==> config.mk <==
export PLATFORM = sky130hd
export DESIGN_NAME = noc_router
export DESIGN_NICKNAME = d
export VERILOG_FILES = /design/src/source/noc_pkg.sv /design/src/source/flit_buffer.sv /design/src/source/packet_arbiter.sv /design/src/source/xy_routing.sv /design/src/source/noc_router.sv
export SDC_FILE = /design/constraint.sdc
export NUM_CORES = 1
export LEC_CHECK = 0
export BUFFER_PORTS_ARGS = -buffer_cell sky130_fd_sc_hd__buf_2
export CAP_MARGIN = 20
export CORE_UTILIZATION = 50
export CTS_CLUSTER_DIAMETER = 30
export DETAILED_ROUTE_END_ITERATION = 16
export GPL_TIMING_DRIVEN = 0
export PLACE_DENSITY = 0.73
export SLEW_MARGIN = 30
export SYNTH_ARGS = -nofsm -noshare
export SYNTH_HDL_FRONTEND = slang
export SYNTH_HIERARCHICAL = 1
export SYNTH_SLANG_ARGS = --single-unit
==> constraint.sdc <==
create_clock -name clk -period 5.7 [get_ports clk]
set_input_delay 1.71 -clock clk [delete_from_list [all_inputs] [get_ports clk]]
set_output_delay 1.71 -clock clk [all_outputs]
set_load 0.02 [all_outputs]
==> src/source/noc_pkg.sv <==
package noc_pkg;

    ////////////////////////////////////////////////////////////
    // Router geometry and flit format
    ////////////////////////////////////////////////////////////

    // Local port plus the four mesh neighbours.
    localparam int CHANNEL_NUMBER = 5;

    localparam int FLIT_DATA_W = 32;

    // One mesh coordinate in a header flit.
    localparam int COORD_W = 4;

    // Target fields inside the header flit data.
    localparam int HDR_X_LSB = 0;
    localparam int HDR_Y_LSB = 4;

    // A flit is data plus the end-of-packet marker.
    typedef struct packed {
        logic [FLIT_DATA_W-1:0] data;
        logic                   last;
    } flit_t;

    ////////////////////////////////////////////////////////////
    // Port indices
    ////////////////////////////////////////////////////////////

    // Same order on the input and on the output side.
    typedef enum logic [2:0] {
        PORT_LOCAL = 3'd0,
        PORT_NORTH = 3'd1,
        PORT_EAST  = 3'd2,
        PORT_SOUTH = 3'd3,
        PORT_WEST  = 3'd4
    } port_e;

endpackage

==> src/source/flit_buffer.sv <==
module flit_buffer #(
    parameter int BUFFER_LENGTH = 4
) (
    input  logic           clk,
    input  logic           arst_n_i,

    input  noc_pkg::flit_t flit_i,
    input  logic           valid_i,
    output logic           ready_o,

    output noc_pkg::flit_t flit_o,
    output logic           valid_o,
    input  logic           ready_i
);

    import noc_pkg::*;

    localparam int PTR_W = (BUFFER_LENGTH > 1) ? $clog2(BUFFER_LENGTH) : 1;
    localparam int CNT_W = $clog2(BUFFER_LENGTH + 1);

    flit_t            mem [BUFFER_LENGTH];
    logic [PTR_W-1:0] wr_ptr;
    logic [PTR_W-1:0] rd_ptr;
    logic [CNT_W-1:0] count;
    logic             push;
    logic             pop;

    function automatic logic [PTR_W-1:0] ptr_next(input logic [PTR_W-1:0] ptr);
        return (ptr == PTR_W'(BUFFER_LENGTH - 1)) ? '0 : ptr + 1'b1;
    endfunction

    assign push    = valid_i && ready_o;
    assign pop     = valid_o && ready_i;
    assign ready_o = (count != CNT_W'(BUFFER_LENGTH));
    assign valid_o = (count != '0);
    assign flit_o  = mem[rd_ptr];

    always_ff @(posedge clk) begin
        if (push) begin
            mem[wr_ptr] <= flit_i;
        end
    end

    always_ff @(posedge clk or negedge arst_n_i) begin
        if (!arst_n_i) begin
            wr_ptr <= '0;
            rd_ptr <= '0;
            count  <= '0;
        end else begin
            if (push) begin
                wr_ptr <= ptr_next(wr_ptr);
            end
            if (pop) begin
                rd_ptr <= ptr_next(rd_ptr);
            end
            case ({push, pop})
                2'b10:   count <= count + 1'b1;
                2'b01:   count <= count - 1'b1;
                default: count <= count;
            endcase
        end
    end

    a_count_bound : assert property (@(posedge clk) disable iff (!arst_n_i)
        count <= CNT_W'(BUFFER_LENGTH))
        else $error("flit_buffer occupancy above BUFFER_LENGTH");

    // A stalled head flit must not move.
    a_head_stable : assert property (@(posedge clk) disable iff (!arst_n_i)
        valid_o && !ready_i |=> valid_o && $stable(flit_o))
        else $error("flit_buffer head changed while stalled");

endmodule

==> src/source/packet_arbiter.sv <==
module packet_arbiter (
    input  logic                               clk,
    input  logic                               arst_n_i,

    input  noc_pkg::flit_t                     buf_flit_i [noc_pkg::CHANNEL_NUMBER],
    input  logic [noc_pkg::CHANNEL_NUMBER-1:0] buf_valid_i,
    output logic [noc_pkg::CHANNEL_NUMBER-1:0] buf_ready_o,

    output noc_pkg::flit_t                     arb_flit_o,
    output logic                               arb_valid_o,
    input  logic                               arb_ready_i,

    output logic [noc_pkg::COORD_W-1:0]        target_x_o,
    output logic [noc_pkg::COORD_W-1:0]        target_y_o
);

    import noc_pkg::*;

    localparam int IDX_W = $clog2(CHANNEL_NUMBER);

    logic [CHANNEL_NUMBER-1:0] grant;
    logic [IDX_W-1:0]          last_idx;
    logic                      is_header;
    logic                      busy;
    logic                      xfer;
    logic                      pick_found;
    logic [IDX_W-1:0]          pick_idx;
    logic [COORD_W-1:0]        target_x_q;
    logic [COORD_W-1:0]        target_y_q;

    ////////////////////////////////////////////////////////////
    // Round-robin search
    ////////////////////////////////////////////////////////////

    // Starts at the port after the last grant.
    always_comb begin
        int idx;
        pick_found = 1'b0;
        pick_idx   = last_idx;
        for (int k = 1; k <= CHANNEL_NUMBER; k++) begin
            idx = (int'(last_idx) + k) % CHANNEL_NUMBER;
            if (!pick_found && buf_valid_i[idx]) begin
                pick_found = 1'b1;
                pick_idx   = IDX_W'(idx);
            end
        end
    end

    ////////////////////////////////////////////////////////////
    // Grant and stream multiplexer
    ////////////////////////////////////////////////////////////

    assign busy = |grant;

    // While busy, last_idx is the granted port.
    assign arb_flit_o  = buf_flit_i[last_idx];
    assign arb_valid_o = busy && buf_valid_i[last_idx];
    assign buf_ready_o = grant & {CHANNEL_NUMBER{arb_ready_i}};
    assign xfer        = arb_valid_o && arb_ready_i;

    always_ff @(posedge clk or negedge arst_n_i) begin
        if (!arst_n_i) begin
            grant     <= '0;
            last_idx  <= IDX_W'(PORT_WEST);
            is_header <= 1'b0;
        end else if (!busy) begin
            if (pick_found) begin
                grant     <= CHANNEL_NUMBER'(1) << pick_idx;
                last_idx  <= pick_idx;
                is_header <= 1'b1;
            end
        end else if (xfer) begin
            is_header <= 1'b0;
            if (arb_flit_o.last) begin
                grant <= '0;
            end
        end
    end

    ////////////////////////////////////////////////////////////
    // Target capture
    ////////////////////////////////////////////////////////////

    always_ff @(posedge clk) begin
        if (xfer && is_header) begin
            target_x_q <= arb_flit_o.data[HDR_X_LSB +: COORD_W];
            target_y_q <= arb_flit_o.data[HDR_Y_LSB +: COORD_W];
        end
    end

    // Straight from the header, then held for the body flits.
    assign target_x_o = is_header ? arb_flit_o.data[HDR_X_LSB +: COORD_W] : target_x_q;
    assign target_y_o = is_header ? arb_flit_o.data[HDR_Y_LSB +: COORD_W] : target_y_q;

    a_grant_onehot : assert property (@(posedge clk) disable iff (!arst_n_i)
        $onehot0(grant))
        else $error("packet_arbiter grant is not one-hot");

    a_grant_hold : assert property (@(posedge clk) disable iff (!arst_n_i)
        busy && !(xfer && arb_flit_o.last) |=> grant == $past(grant))
        else $error("packet_arbiter grant changed inside a packet");

endmodule

==> src/source/xy_routing.sv <==
module xy_routing #(
    parameter int ROUTER_X      = 0,
    parameter int ROUTER_Y      = 0,
    parameter int MAX_ROUTERS_X = 4,
    parameter int MAX_ROUTERS_Y = 4
) (
    input  logic                               clk,
    input  logic                               arst_n_i,

    input  noc_pkg::flit_t                     arb_flit_i,
    input  logic                               arb_valid_i,
    output logic                               arb_ready_o,
    input  logic [noc_pkg::COORD_W-1:0]        target_x_i,
    input  logic [noc_pkg::COORD_W-1:0]        target_y_i,

    output noc_pkg::flit_t                     out_flit_o [noc_pkg::CHANNEL_NUMBER],
    output logic [noc_pkg::CHANNEL_NUMBER-1:0] out_valid_o,
    input  logic [noc_pkg::CHANNEL_NUMBER-1:0] out_ready_i
);

    import noc_pkg::*;

    localparam logic [COORD_W-1:0] OWN_X = COORD_W'(ROUTER_X);
    localparam logic [COORD_W-1:0] OWN_Y = COORD_W'(ROUTER_Y);

    port_e route;

    ////////////////////////////////////////////////////////////
    // Dimension-ordered decision
    ////////////////////////////////////////////////////////////

    // X is resolved first, Y only once the column matches.
    always_comb begin
        if (target_x_i > OWN_X) begin
            route = PORT_EAST;
        end else if (target_x_i < OWN_X) begin
            route = PORT_WEST;
        end else if (target_y_i > OWN_Y) begin
            route = PORT_NORTH;
        end else if (target_y_i < OWN_Y) begin
            route = PORT_SOUTH;
        end else begin
            route = PORT_LOCAL;
        end
    end

    ////////////////////////////////////////////////////////////
    // Output steering
    ////////////////////////////////////////////////////////////

    // Data goes everywhere, valid only to the chosen port.
    for (genvar j = 0; j < CHANNEL_NUMBER; j++) begin : g_out
        assign out_flit_o[j] = arb_flit_i;
    end

    always_comb begin
        out_valid_o        = '0;
        out_valid_o[route] = arb_valid_i;
    end

    assign arb_ready_o = out_ready_i[route];

    a_valid_onehot : assert property (@(posedge clk) disable iff (!arst_n_i)
        $onehot0(out_valid_o))
        else $error("xy_routing drives more than one output");

    // The header decides where the packet lands in the mesh.
    a_target_range : assert property (@(posedge clk) disable iff (!arst_n_i)
        arb_valid_i |-> (int'(target_x_i) < MAX_ROUTERS_X) &&
                        (int'(target_y_i) < MAX_ROUTERS_Y))
        else $error("xy_routing target outside the mesh");

endmodule

==> src/source/noc_router.sv <==
module noc_router #(
    parameter int BUFFER_LENGTH = 4,
    parameter int ROUTER_X      = 0,
    parameter int ROUTER_Y      = 0,
    parameter int MAX_ROUTERS_X = 4,
    parameter int MAX_ROUTERS_Y = 4
) (
    input  logic                               clk,
    input  logic                               arst_n_i,

    input  noc_pkg::flit_t                     in_flit_i [noc_pkg::CHANNEL_NUMBER],
    input  logic [noc_pkg::CHANNEL_NUMBER-1:0] in_valid_i,
    output logic [noc_pkg::CHANNEL_NUMBER-1:0] in_ready_o,

    output noc_pkg::flit_t                     out_flit_o [noc_pkg::CHANNEL_NUMBER],
    output logic [noc_pkg::CHANNEL_NUMBER-1:0] out_valid_o,
    input  logic [noc_pkg::CHANNEL_NUMBER-1:0] out_ready_i
);

    import noc_pkg::*;

    flit_t                     buf_flit [CHANNEL_NUMBER];
    logic [CHANNEL_NUMBER-1:0] buf_valid;
    logic [CHANNEL_NUMBER-1:0] buf_ready;

    flit_t                     arb_flit;
    logic                      arb_valid;
    logic                      arb_ready;
    logic [COORD_W-1:0]        target_x;
    logic [COORD_W-1:0]        target_y;

    // One input FIFO per port.
    for (genvar i = 0; i < CHANNEL_NUMBER; i++) begin : g_buf
        flit_buffer #(
            .BUFFER_LENGTH(BUFFER_LENGTH)
        ) u_buf (
            .clk     (clk),
            .arst_n_i(arst_n_i),
            .flit_i  (in_flit_i[i]),
            .valid_i (in_valid_i[i]),
            .ready_o (in_ready_o[i]),
            .flit_o  (buf_flit[i]),
            .valid_o (buf_valid[i]),
            .ready_i (buf_ready[i])
        );
    end

    packet_arbiter u_arb (
        .clk        (clk),
        .arst_n_i   (arst_n_i),
        .buf_flit_i (buf_flit),
        .buf_valid_i(buf_valid),
        .buf_ready_o(buf_ready),
        .arb_flit_o (arb_flit),
        .arb_valid_o(arb_valid),
        .arb_ready_i(arb_ready),
        .target_x_o (target_x),
        .target_y_o (target_y)
    );

    xy_routing #(
        .ROUTER_X     (ROUTER_X),
        .ROUTER_Y     (ROUTER_Y),
        .MAX_ROUTERS_X(MAX_ROUTERS_X),
        .MAX_ROUTERS_Y(MAX_ROUTERS_Y)
    ) u_route (
        .clk        (clk),
        .arst_n_i   (arst_n_i),
        .arb_flit_i (arb_flit),
        .arb_valid_i(arb_valid),
        .arb_ready_o(arb_ready),
        .target_x_i (target_x),
        .target_y_i (target_y),
        .out_flit_o (out_flit_o),
        .out_valid_o(out_valid_o),
        .out_ready_i(out_ready_i)
    );

endmodule

Yosys cells after proc, flatten, opt, wreduce, memory -nomap -nowiden
Memories as Yosys holds them, arrays and structs flattened.
Index checks and enable logic that the tools add are counted.

word-level totals
  input port bits = 177
  output and inout port bits = 175
  memories kept = 5
  logic and storage cells = 209
  register bits after elaboration = 52
  RAM bits = 660

memory list
  memory              depth  bits a word  rd ports  clocked after Yosys merged registers in  wr ports  line               text
  g_buf[0].u_buf.mem  4      33           1         0                                        1         flit_buffer.sv:21  flit_t mem [BUFFER_LENGTH];
  g_buf[1].u_buf.mem  4      33           1         0                                        1         flit_buffer.sv:21
  g_buf[2].u_buf.mem  4      33           1         0                                        1         flit_buffer.sv:21
  g_buf[3].u_buf.mem  4      33           1         0                                        1         flit_buffer.sv:21
  g_buf[4].u_buf.mem  4      33           1         0                                        1         flit_buffer.sv:21

operators by class
  order comparisons = 13
  bitwise logic cells = 4
  muxes and demuxes = 72
  eq/ne operators = 27
  shift operators = 1
  reduce and logical (&&, ||, !) cells = 37
  div/mod/pow operators = 5
  $add $sub $neg = 25

operator list
  kind                                                                      count
  32-bit by 5-bit < comparator with 1-bit output, second input constant     5
  32-bit by 4-bit remainder unit with 32-bit output, second input constant  5
  33-bit binary-select mux with 3-bit select                                1
  33-bit two-way mux                                                        2
  1-bit two-way mux                                                         31
  2-bit == test, second input constant                                      15
  3-bit one-hot mux with 2 select lines                                     5
  3-bit two-way mux                                                         8
  2-bit two-way mux                                                         11
  1-bit binary-select mux with 3-bit select                                 7
  2-bit by 1-bit adder with 2-bit output, second input constant             10
  5-bit two-way mux                                                         4
  1-bit logical AND                                                         18
  3-bit by 1-bit adder with 3-bit output, second input constant             5
  3-bit inequality test, second input constant                              5
  3-bit nonzero test                                                        5
  3-bit by 1-bit subtractor with 3-bit output, second input constant        5
  2-bit nonzero test                                                        6
  5-bit bitwise AND                                                         2
  2-bit by 1-bit == test with 1-bit output, second input constant           5
  3-bit by 2-bit adder with 4-bit output, second input constant             2
  3-bit by 3-bit adder with 4-bit output, second input constant             2
  4-bit by 1-bit > comparator with 1-bit output, second input constant      2
  3-bit by 4-bit < comparator with 1-bit output, second input constant      2
  other kinds (14)                                                          21

Logic depth before layout (Yosys ltp)
Gate-level depths: netlist of the first run.

  word-level depth = 21
  mapped depth = 22

Modules after synthesis
The synthesis of the first run kept the hierarchy.

modules (own cells, without submodules)
  module          instances  area each (um^2)  cells an instance
  flit_buffer     5          5,210.0           213
  packet_arbiter  1          3,868.7           427
  xy_routing      1          1,343.8           177

Worst setup path after synthesis of the first run
OpenSTA, ideal clock, no wires.

  path type = register -> output
  from = register u_arb.last_idx[0]
  to = output out_valid_o[1] (netlist name)
  cell stages (with the launch flop) = 11
  path slack = 0.443 ns
  arrival = 3.547 ns
  path buffers = 4
  required time = 3.990 ns
  cell sequence = dfrtp_1 -> buf_2 -> buf_2 -> buf_1 -> buf_1 -> mux4_2 -> a22o_1 -> mux2_2 -> nor4_4 -> nand2_1 -> nor2_1

RTL lines
  what                    line                  text
  start, declared         packet_arbiter.sv:22  logic [IDX_W-1:0] last_idx;
  start signal, assigned  packet_arbiter.sv:64  last_idx <= IDX_W'(PORT_WEST);
  start signal, assigned  packet_arbiter.sv:69  last_idx <= pick_idx;
  end, declared           noc_router.sv:16      output logic [noc_pkg::CHANNEL_NUMBER-1:0] out_valid_o,

==> results of run 1 <==
[through the flow]
stage,setup slack [ns],instances,utilization
after floorplan,0.443,1670,-
after global placement,-0.992,2854,0.552
after detailed placement,-0.960,2854,0.552
after CTS,0.00545,3100,0.628
after global routing,0.000365,3110,0.631
final,0.108,3116,0.631
[critical path: cells and delay by family (launching register included)]
family	cells	cell delay, ns
simple gates	2	0.59
mux	3	1.38
buf+inv	3	0.49
compound gates	1	0.29
flops	1	0.41
[state kept, by name (all words and copies together), names as in the netlist]
name,count
u_arb/target_y_q,4
u_arb/grant,5
u_arb/last_idx,3
u_arb/target_x_q,4
g_buf.u_buf/mem,660
g_buf.u_buf/wr_ptr,10
u_arb/is_header,1
g_buf.u_buf/rd_ptr,10
g_buf.u_buf/count,15
[worst max path at each step]
stage,to,slack (ns),depth (start not counted)
global placement,u_arb/grant[0],-0.99,21
detailed placement,g_buf[3].u_buf/count[2],-0.96,19
CTS,out_valid_o[0],0.005,9
global route,out_valid_o[0],0.0004,9
floorplan,out_valid_o[1],0.44,10
finish,out_valid_o[0],0.11,9
[power by group]
| part | leakage (nW) | total [mW] | switching (mW) | internal (mW) |
|---|---|---|---|---|
| registers | 6.64 | 7.39 | 0.357 | 7.03 |
| logic | 5.84 | 13.6 | 7.59 | 6.04 |
| clock network | 2.18 | 7.78 | 2.62 | 5.16 |
[cell type report]
cell class,count,area [um^2]
fillers,4295,22800
flip-flops and latches,712,21200
multi-input cells,664,8370
clock buffers,154,3500
repair buffers,357,1830
plain buffers,240,1800
well taps,837,1050
clock inverters,88,1010
inverters,54,203
diodes,10,25.0
[what timing repair did]
action,4_1_cts,5_1_grt
gates resized for setup,67,27
buffers inserted,4,5
hold buffers,0,0
pin swaps,2,2
setup endpoints to repair,209,12
[cells by family (layout without fill, tap and decap cells)]
logic type	count (synthesis)	count (layout)	share of synthesized area
AOI/OAI and AO/OA	135	135	0.0331
xor gates and xnor gates	25	25	0.00724
adders and majority gates	59	59	0.0248
buffers and inverters	294	893	0.0582
DFF	712	712	0.677
muxes	250	250	0.162
other	1	12	0.000120
and+or+nand+nor	193	193	0.0375
[layer usage]
metal,wire [um],global-route usage
met4,1410,0.0803
met3,7780,0.0827
met1,30200,0.326
met5,252,0
met2,37300,0.388
[placed cells by master, fill, tap and decap left out, drive strengths merged, types with 7 or more instances in the layout]
cell      instances
nor3              7
clkinvlp         12
mux2i            20
a22o             33
inv              72
nand2            38
nand2b           13
and3             23
or3b              9
edfxtp          668
clkinv           42
xnor2            13
ha               54
diode            10
xor2             12
o211ai            8
o21ai            16
clkbuf          172
mux4            199
and2             15
nor2             35
dfrtp            43
a21oi            15
buf             579
or3               7
mux2             31
bufinv           16
==> impl_metrics.env, run 1 <==
export IMPL_status="completed"
export IMPL_synthArstFlopShare=0.0618
export IMPL_drcViolationCount=0
export IMPL_holdWs_ns=0.491
export IMPL_synth_common_cells="668 x edfxtp_1, 199 x mux4_2, 182 x buf_4"
export IMPL_setup_viol=0
export IMPL_syn_area_um2=31300
export IMPL_finalCritPeriodShare=0.981
export IMPL_final_area_um2=39000
export IMPL_wl_per_cell_um=24.7
export IMPL_cap_viol_max_count=0
export IMPL_ir_worst_vdd_v=0.000559
export IMPL_maxSlewViolCount=0
export IMPL_grt_overflow_total=0
export IMPL_hold_depth=1
export IMPL_yosysWarnings=6
export IMPL_power_mw=28.8
export IMPL_endpoint_kind="output port"
export IMPL_htreeDepth=4
export IMPL_chipWidth_um=252
export IMPL_regToRegStartpoint="u_arb/last_idx[2]"
export IMPL_num_vias=17600
export IMPL_viasPerCell=5.64
export IMPL_ys_flop_type="edfxtp_1"
export IMPL_areaGrowthSynthToFinish_pct=24.6
export IMPL_synth_top_area_share=0.642
export IMPL_synth_area_leader_cell="edfxtp_1"
export IMPL_arrival_ns=3.88
export IMPL_placement_io_buffers=347
export IMPL_grt_max_degree=45
export IMPL_rr_endpoint="u_arb/grant[0]"
export IMPL_hold_viol_final=0
export IMPL_num_rows=91
export IMPL_worstRegToRegCells=21
export IMPL_dieHeight_um=252
export IMPL_cts_tree="built"
export IMPL_leakagePower_nw=14.7
export IMPL_cts_max_path_buffers=3
export IMPL_grt_pass1_vias=17800
export IMPL_clkLatencyLatePin_ns=0.71
export IMPL_grt_pass1_wl_um=113000
export IMPL_seq_area_frac_synth=0.677
export IMPL_startpoint="g_buf[1].u_buf/rd_ptr[0]"
export IMPL_synth_most_common_cell="edfxtp_1"
export IMPL_yosys_top_cells_area="edfxtp_1 64%, mux4_2 14%, buf_4 4.4%"
export IMPL_ant_nets=0
export IMPL_cp_start_kind="register"
export IMPL_critical_path_max_stage_delay_ns=0.57
export IMPL_routabilityCongestion=0.889
export IMPL_syn_inst=1669
export IMPL_holdPathEnd="g_buf[2].u_buf/count[2]"
export IMPL_place_area_um2=34100
export IMPL_avgSynthCellArea_um2=18.7
export IMPL_synth_edf_count=668
export IMPL_initial_core_util=0.507
export IMPL_cp_required_ns=3.99
export IMPL_antenna_found_initial=34
export IMPL_ios=352
export IMPL_grt_setup_unrepaired="false"
export IMPL_criticalPathCategory="reg2out"
export IMPL_power_density_nw_per_um2=739
export IMPL_root_buffer="clkbuf_16"
export IMPL_ys_ff_latch=712
export IMPL_hp_class="reg2reg"
export IMPL_crit_chain="buf_12, buf_12, mux4_2, mux4_2, a22o_4, mux2_2, nor4_4, and3_2, buf_2"
export IMPL_grt_usage=0.247
export IMPL_dp_hpwl_um=51600
export IMPL_hp_start="g_buf[2].u_buf/count[2]"
export IMPL_cp_max_fo=10
export IMPL_tightest_slew_ns=0.971
export IMPL_firstDrtPassIters=5
export IMPL_first_iter_violations=1631
export IMPL_min_period_ns=5.59
export IMPL_skew_ns=0.0417
export IMPL_synth_cell_types=85
export IMPL_final_layout_size_suffix_gt1_frac=0.486
export IMPL_cts_buffers=131
export IMPL_core_area_um2=61700
export IMPL_relSlewSlack=0.353
export IMPL_cts_clk_slew_worst_paths_ns=0.05
export IMPL_r2r_setup_slack_ns=0.25
export IMPL_crit_slowest_cell="mux4_2"
export IMPL_dieArea_um2=63500
export IMPL_fin_nets=2396
export IMPL_max_freq_mhz=179
export IMPL_clock_sinks=712
export IMPL_routed_wl_um=77000
export IMPL_fin_tns_setup_ns=0
(Power assumes the default switching activity.)
==> run 2: changes to the inputs <==
==> constraint.sdc (replaced) <==
create_clock -name clk -period 5.7 [get_ports clk]
set_input_delay 1.14 -clock clk [delete_from_list [all_inputs] [get_ports clk]]
set_output_delay 1.14 -clock clk [all_outputs]
set_load 0.02 [all_outputs]
==> impl_metrics.env, run 2 (synthesis gave the netlist of run 1 again) <==
export IMPL_largest_register_ffs=660
export IMPL_holdWs_ns=0.489
export IMPL_wl_per_cell_um=24.7
export IMPL_setup_viol=0
export IMPL_place_area_um2=34100
export IMPL_hold_buffers=0
export IMPL_num_vias=17500
export IMPL_power_density_nw_per_um2=739
export IMPL_placement_io_buffers=347
export IMPL_htreeDepth=4
export IMPL_finalCritPeriodShare=0.978
export IMPL_power_mw=28.6
export IMPL_cp_max_fo=10
export IMPL_arrival_ns=4.43
export IMPL_final_area_um2=38700
export IMPL_ant_nets=0
export IMPL_grt_overflow_total=0
export IMPL_cts_tree="built"
export IMPL_grt_pass1_wl_um=113000
export IMPL_hold_viol_final=0
export IMPL_criticalPathCategory="reg2out"
export IMPL_layoutNonFillerInstCount=3111
export IMPL_cts_buffers=131
export IMPL_grt_max_degree=45
export IMPL_ir_worst_vdd_v=0.000559
export IMPL_leakagePower_nw=14.5
export IMPL_grt_pass1_vias=17800
export IMPL_final_layout_size_suffix_gt1_frac=0.476
export IMPL_largest_register="g_buf.u_buf/mem"
export IMPL_grt_setup_unrepaired="false"
export IMPL_clock_sinks=712
export IMPL_routed_wl_um=76700
export IMPL_fin_tns_setup_ns=0
export IMPL_chipWidth_um=252
export IMPL_tightest_slew_ns=0.990
export IMPL_cp_start_kind="register"
export IMPL_grt_usage=0.246
export IMPL_cts_max_path_buffers=3
export IMPL_status="completed"
export IMPL_place_ws_ns=-0.960
export IMPL_cap_viol_max_count=0
export IMPL_dieArea_um2=63500
export IMPL_min_period_ns=5.57
export IMPL_skew_ns=0.0404
export IMPL_maxSlewViolCount=0
export IMPL_routabilityCongestion=0.889
export IMPL_mostFrequentLayoutCells="668 x edfxtp_1, 372 x buf_2, 199 x mux4_2"
export IMPL_dp_hpwl_um=51600
export IMPL_dp_cells=2854
export IMPL_drcViolationCount=0
export IMPL_root_buffer="clkbuf_16"
export IMPL_cp_required_ns=4.56
export IMPL_antenna_found_initial=34
export IMPL_dieHeight_um=252
export IMPL_reg_top3="g_buf.u_buf/mem (660), g_buf.u_buf/count (15)"
export IMPL_relSlewSlack=0.340
export IMPL_clkLatencyLatePin_ns=0.71
export IMPL_fin_ws_ns=0.125
export IMPL_core_area_um2=61700
export IMPL_cts_clk_slew_worst_paths_ns=0.05
export IMPL_firstDrtPassIters=5
export IMPL_endpoint_kind="output port"
export IMPL_areaGrowthSynthToFinish_pct=23.8
export IMPL_initial_core_util=0.507
export IMPL_fin_nets=2388
export IMPL_fin_util=0.627
export IMPL_final_common_cell="edfxtp_1"
export IMPL_max_freq_mhz=179
export IMPL_num_rows=91
export IMPL_first_iter_violations=1591
export IMPL_viasPerCell=5.62
export IMPL_hp_class="in2async"
export IMPL_ios=352
[run 2: cell types whose count changed in the layout (fill, tap and decap cells not counted), moves of 3 or more]
cell      delta
buf_1        +8
a22o_1       +7
buf_12       -5
diode_2      +3
a22o_2       -3
buf_8        -8
a22o_4       -4
clkbuf_1     +3
clkbuf_4     -3
[run 2: what timing repair did]
action,4_1_cts,5_1_grt
setup buffers,0,2
pin swaps,0,1
setup endpoints to repair,185,14
gates resized for setup,22,12
[run 2: layout make-up]
cell class / count / area [um^2]
timing repair buffer: 349 / 1750
multi-input combinational: 664 / 8350
clock buffer: 154 / 3500
antenna: 13 / 32.5
inverter: 54 / 203
fill: 4321 / 23000
clock inverter: 88 / 1010
tap: 837 / 1050
sequential: 712 / 21200
buffer: 240 / 1650
[run 2: metal layers]
layer  track usage  up-vias  wire length, um  share of wire
met3        0.0824      145             7470          0.097
met1         0.325     8945            30400           0.40
met5             0        -              241         0.0031
met4        0.0800       38             1400          0.018
met2         0.387      770            37200           0.49
li1              -     7590                -              -
[run 2: worst max-delay path, cell delays in order, from the launching register on]
cell	delay, ns
dfrtp_1	0.50
buf_2	0.23
clkbuf_1	0.66
buf_2	0.45
mux4_2	0.44
a22o_1	0.30
mux2_2	0.32
nor4_4	0.43
nand2_1	0.12
nor2_1	0.12
buf_2	0.18
[run 2: final timing paths]
path	to	startpoint	cells after the start	slack [ns]
min in group clk	g_buf[2].u_buf/count[2]	g_buf[2].u_buf/count[2]	1	0.49
min	g_buf[1].u_buf/rd_ptr[1]	arst_n_i	1	0.49
min reg2reg	g_buf[2].u_buf/count[2]	g_buf[2].u_buf/count[2]	1	0.49
max in group asynchronous	u_arb/last_idx[0]	arst_n_i	1	4.73
max reg2reg	u_arb/grant[0]	u_arb/last_idx[2]	21	0.21
max	out_valid_o[1]	u_arb/last_idx[1]	10	0.13
[run 2: where the power goes]
group	internal (mW)	switching, mW	total [mW]
Sequential	7.03	0.362	7.39
Combinational	5.87	7.55	13.4
Clock	5.16	2.62	7.78
Total	18.1	10.5	28.6
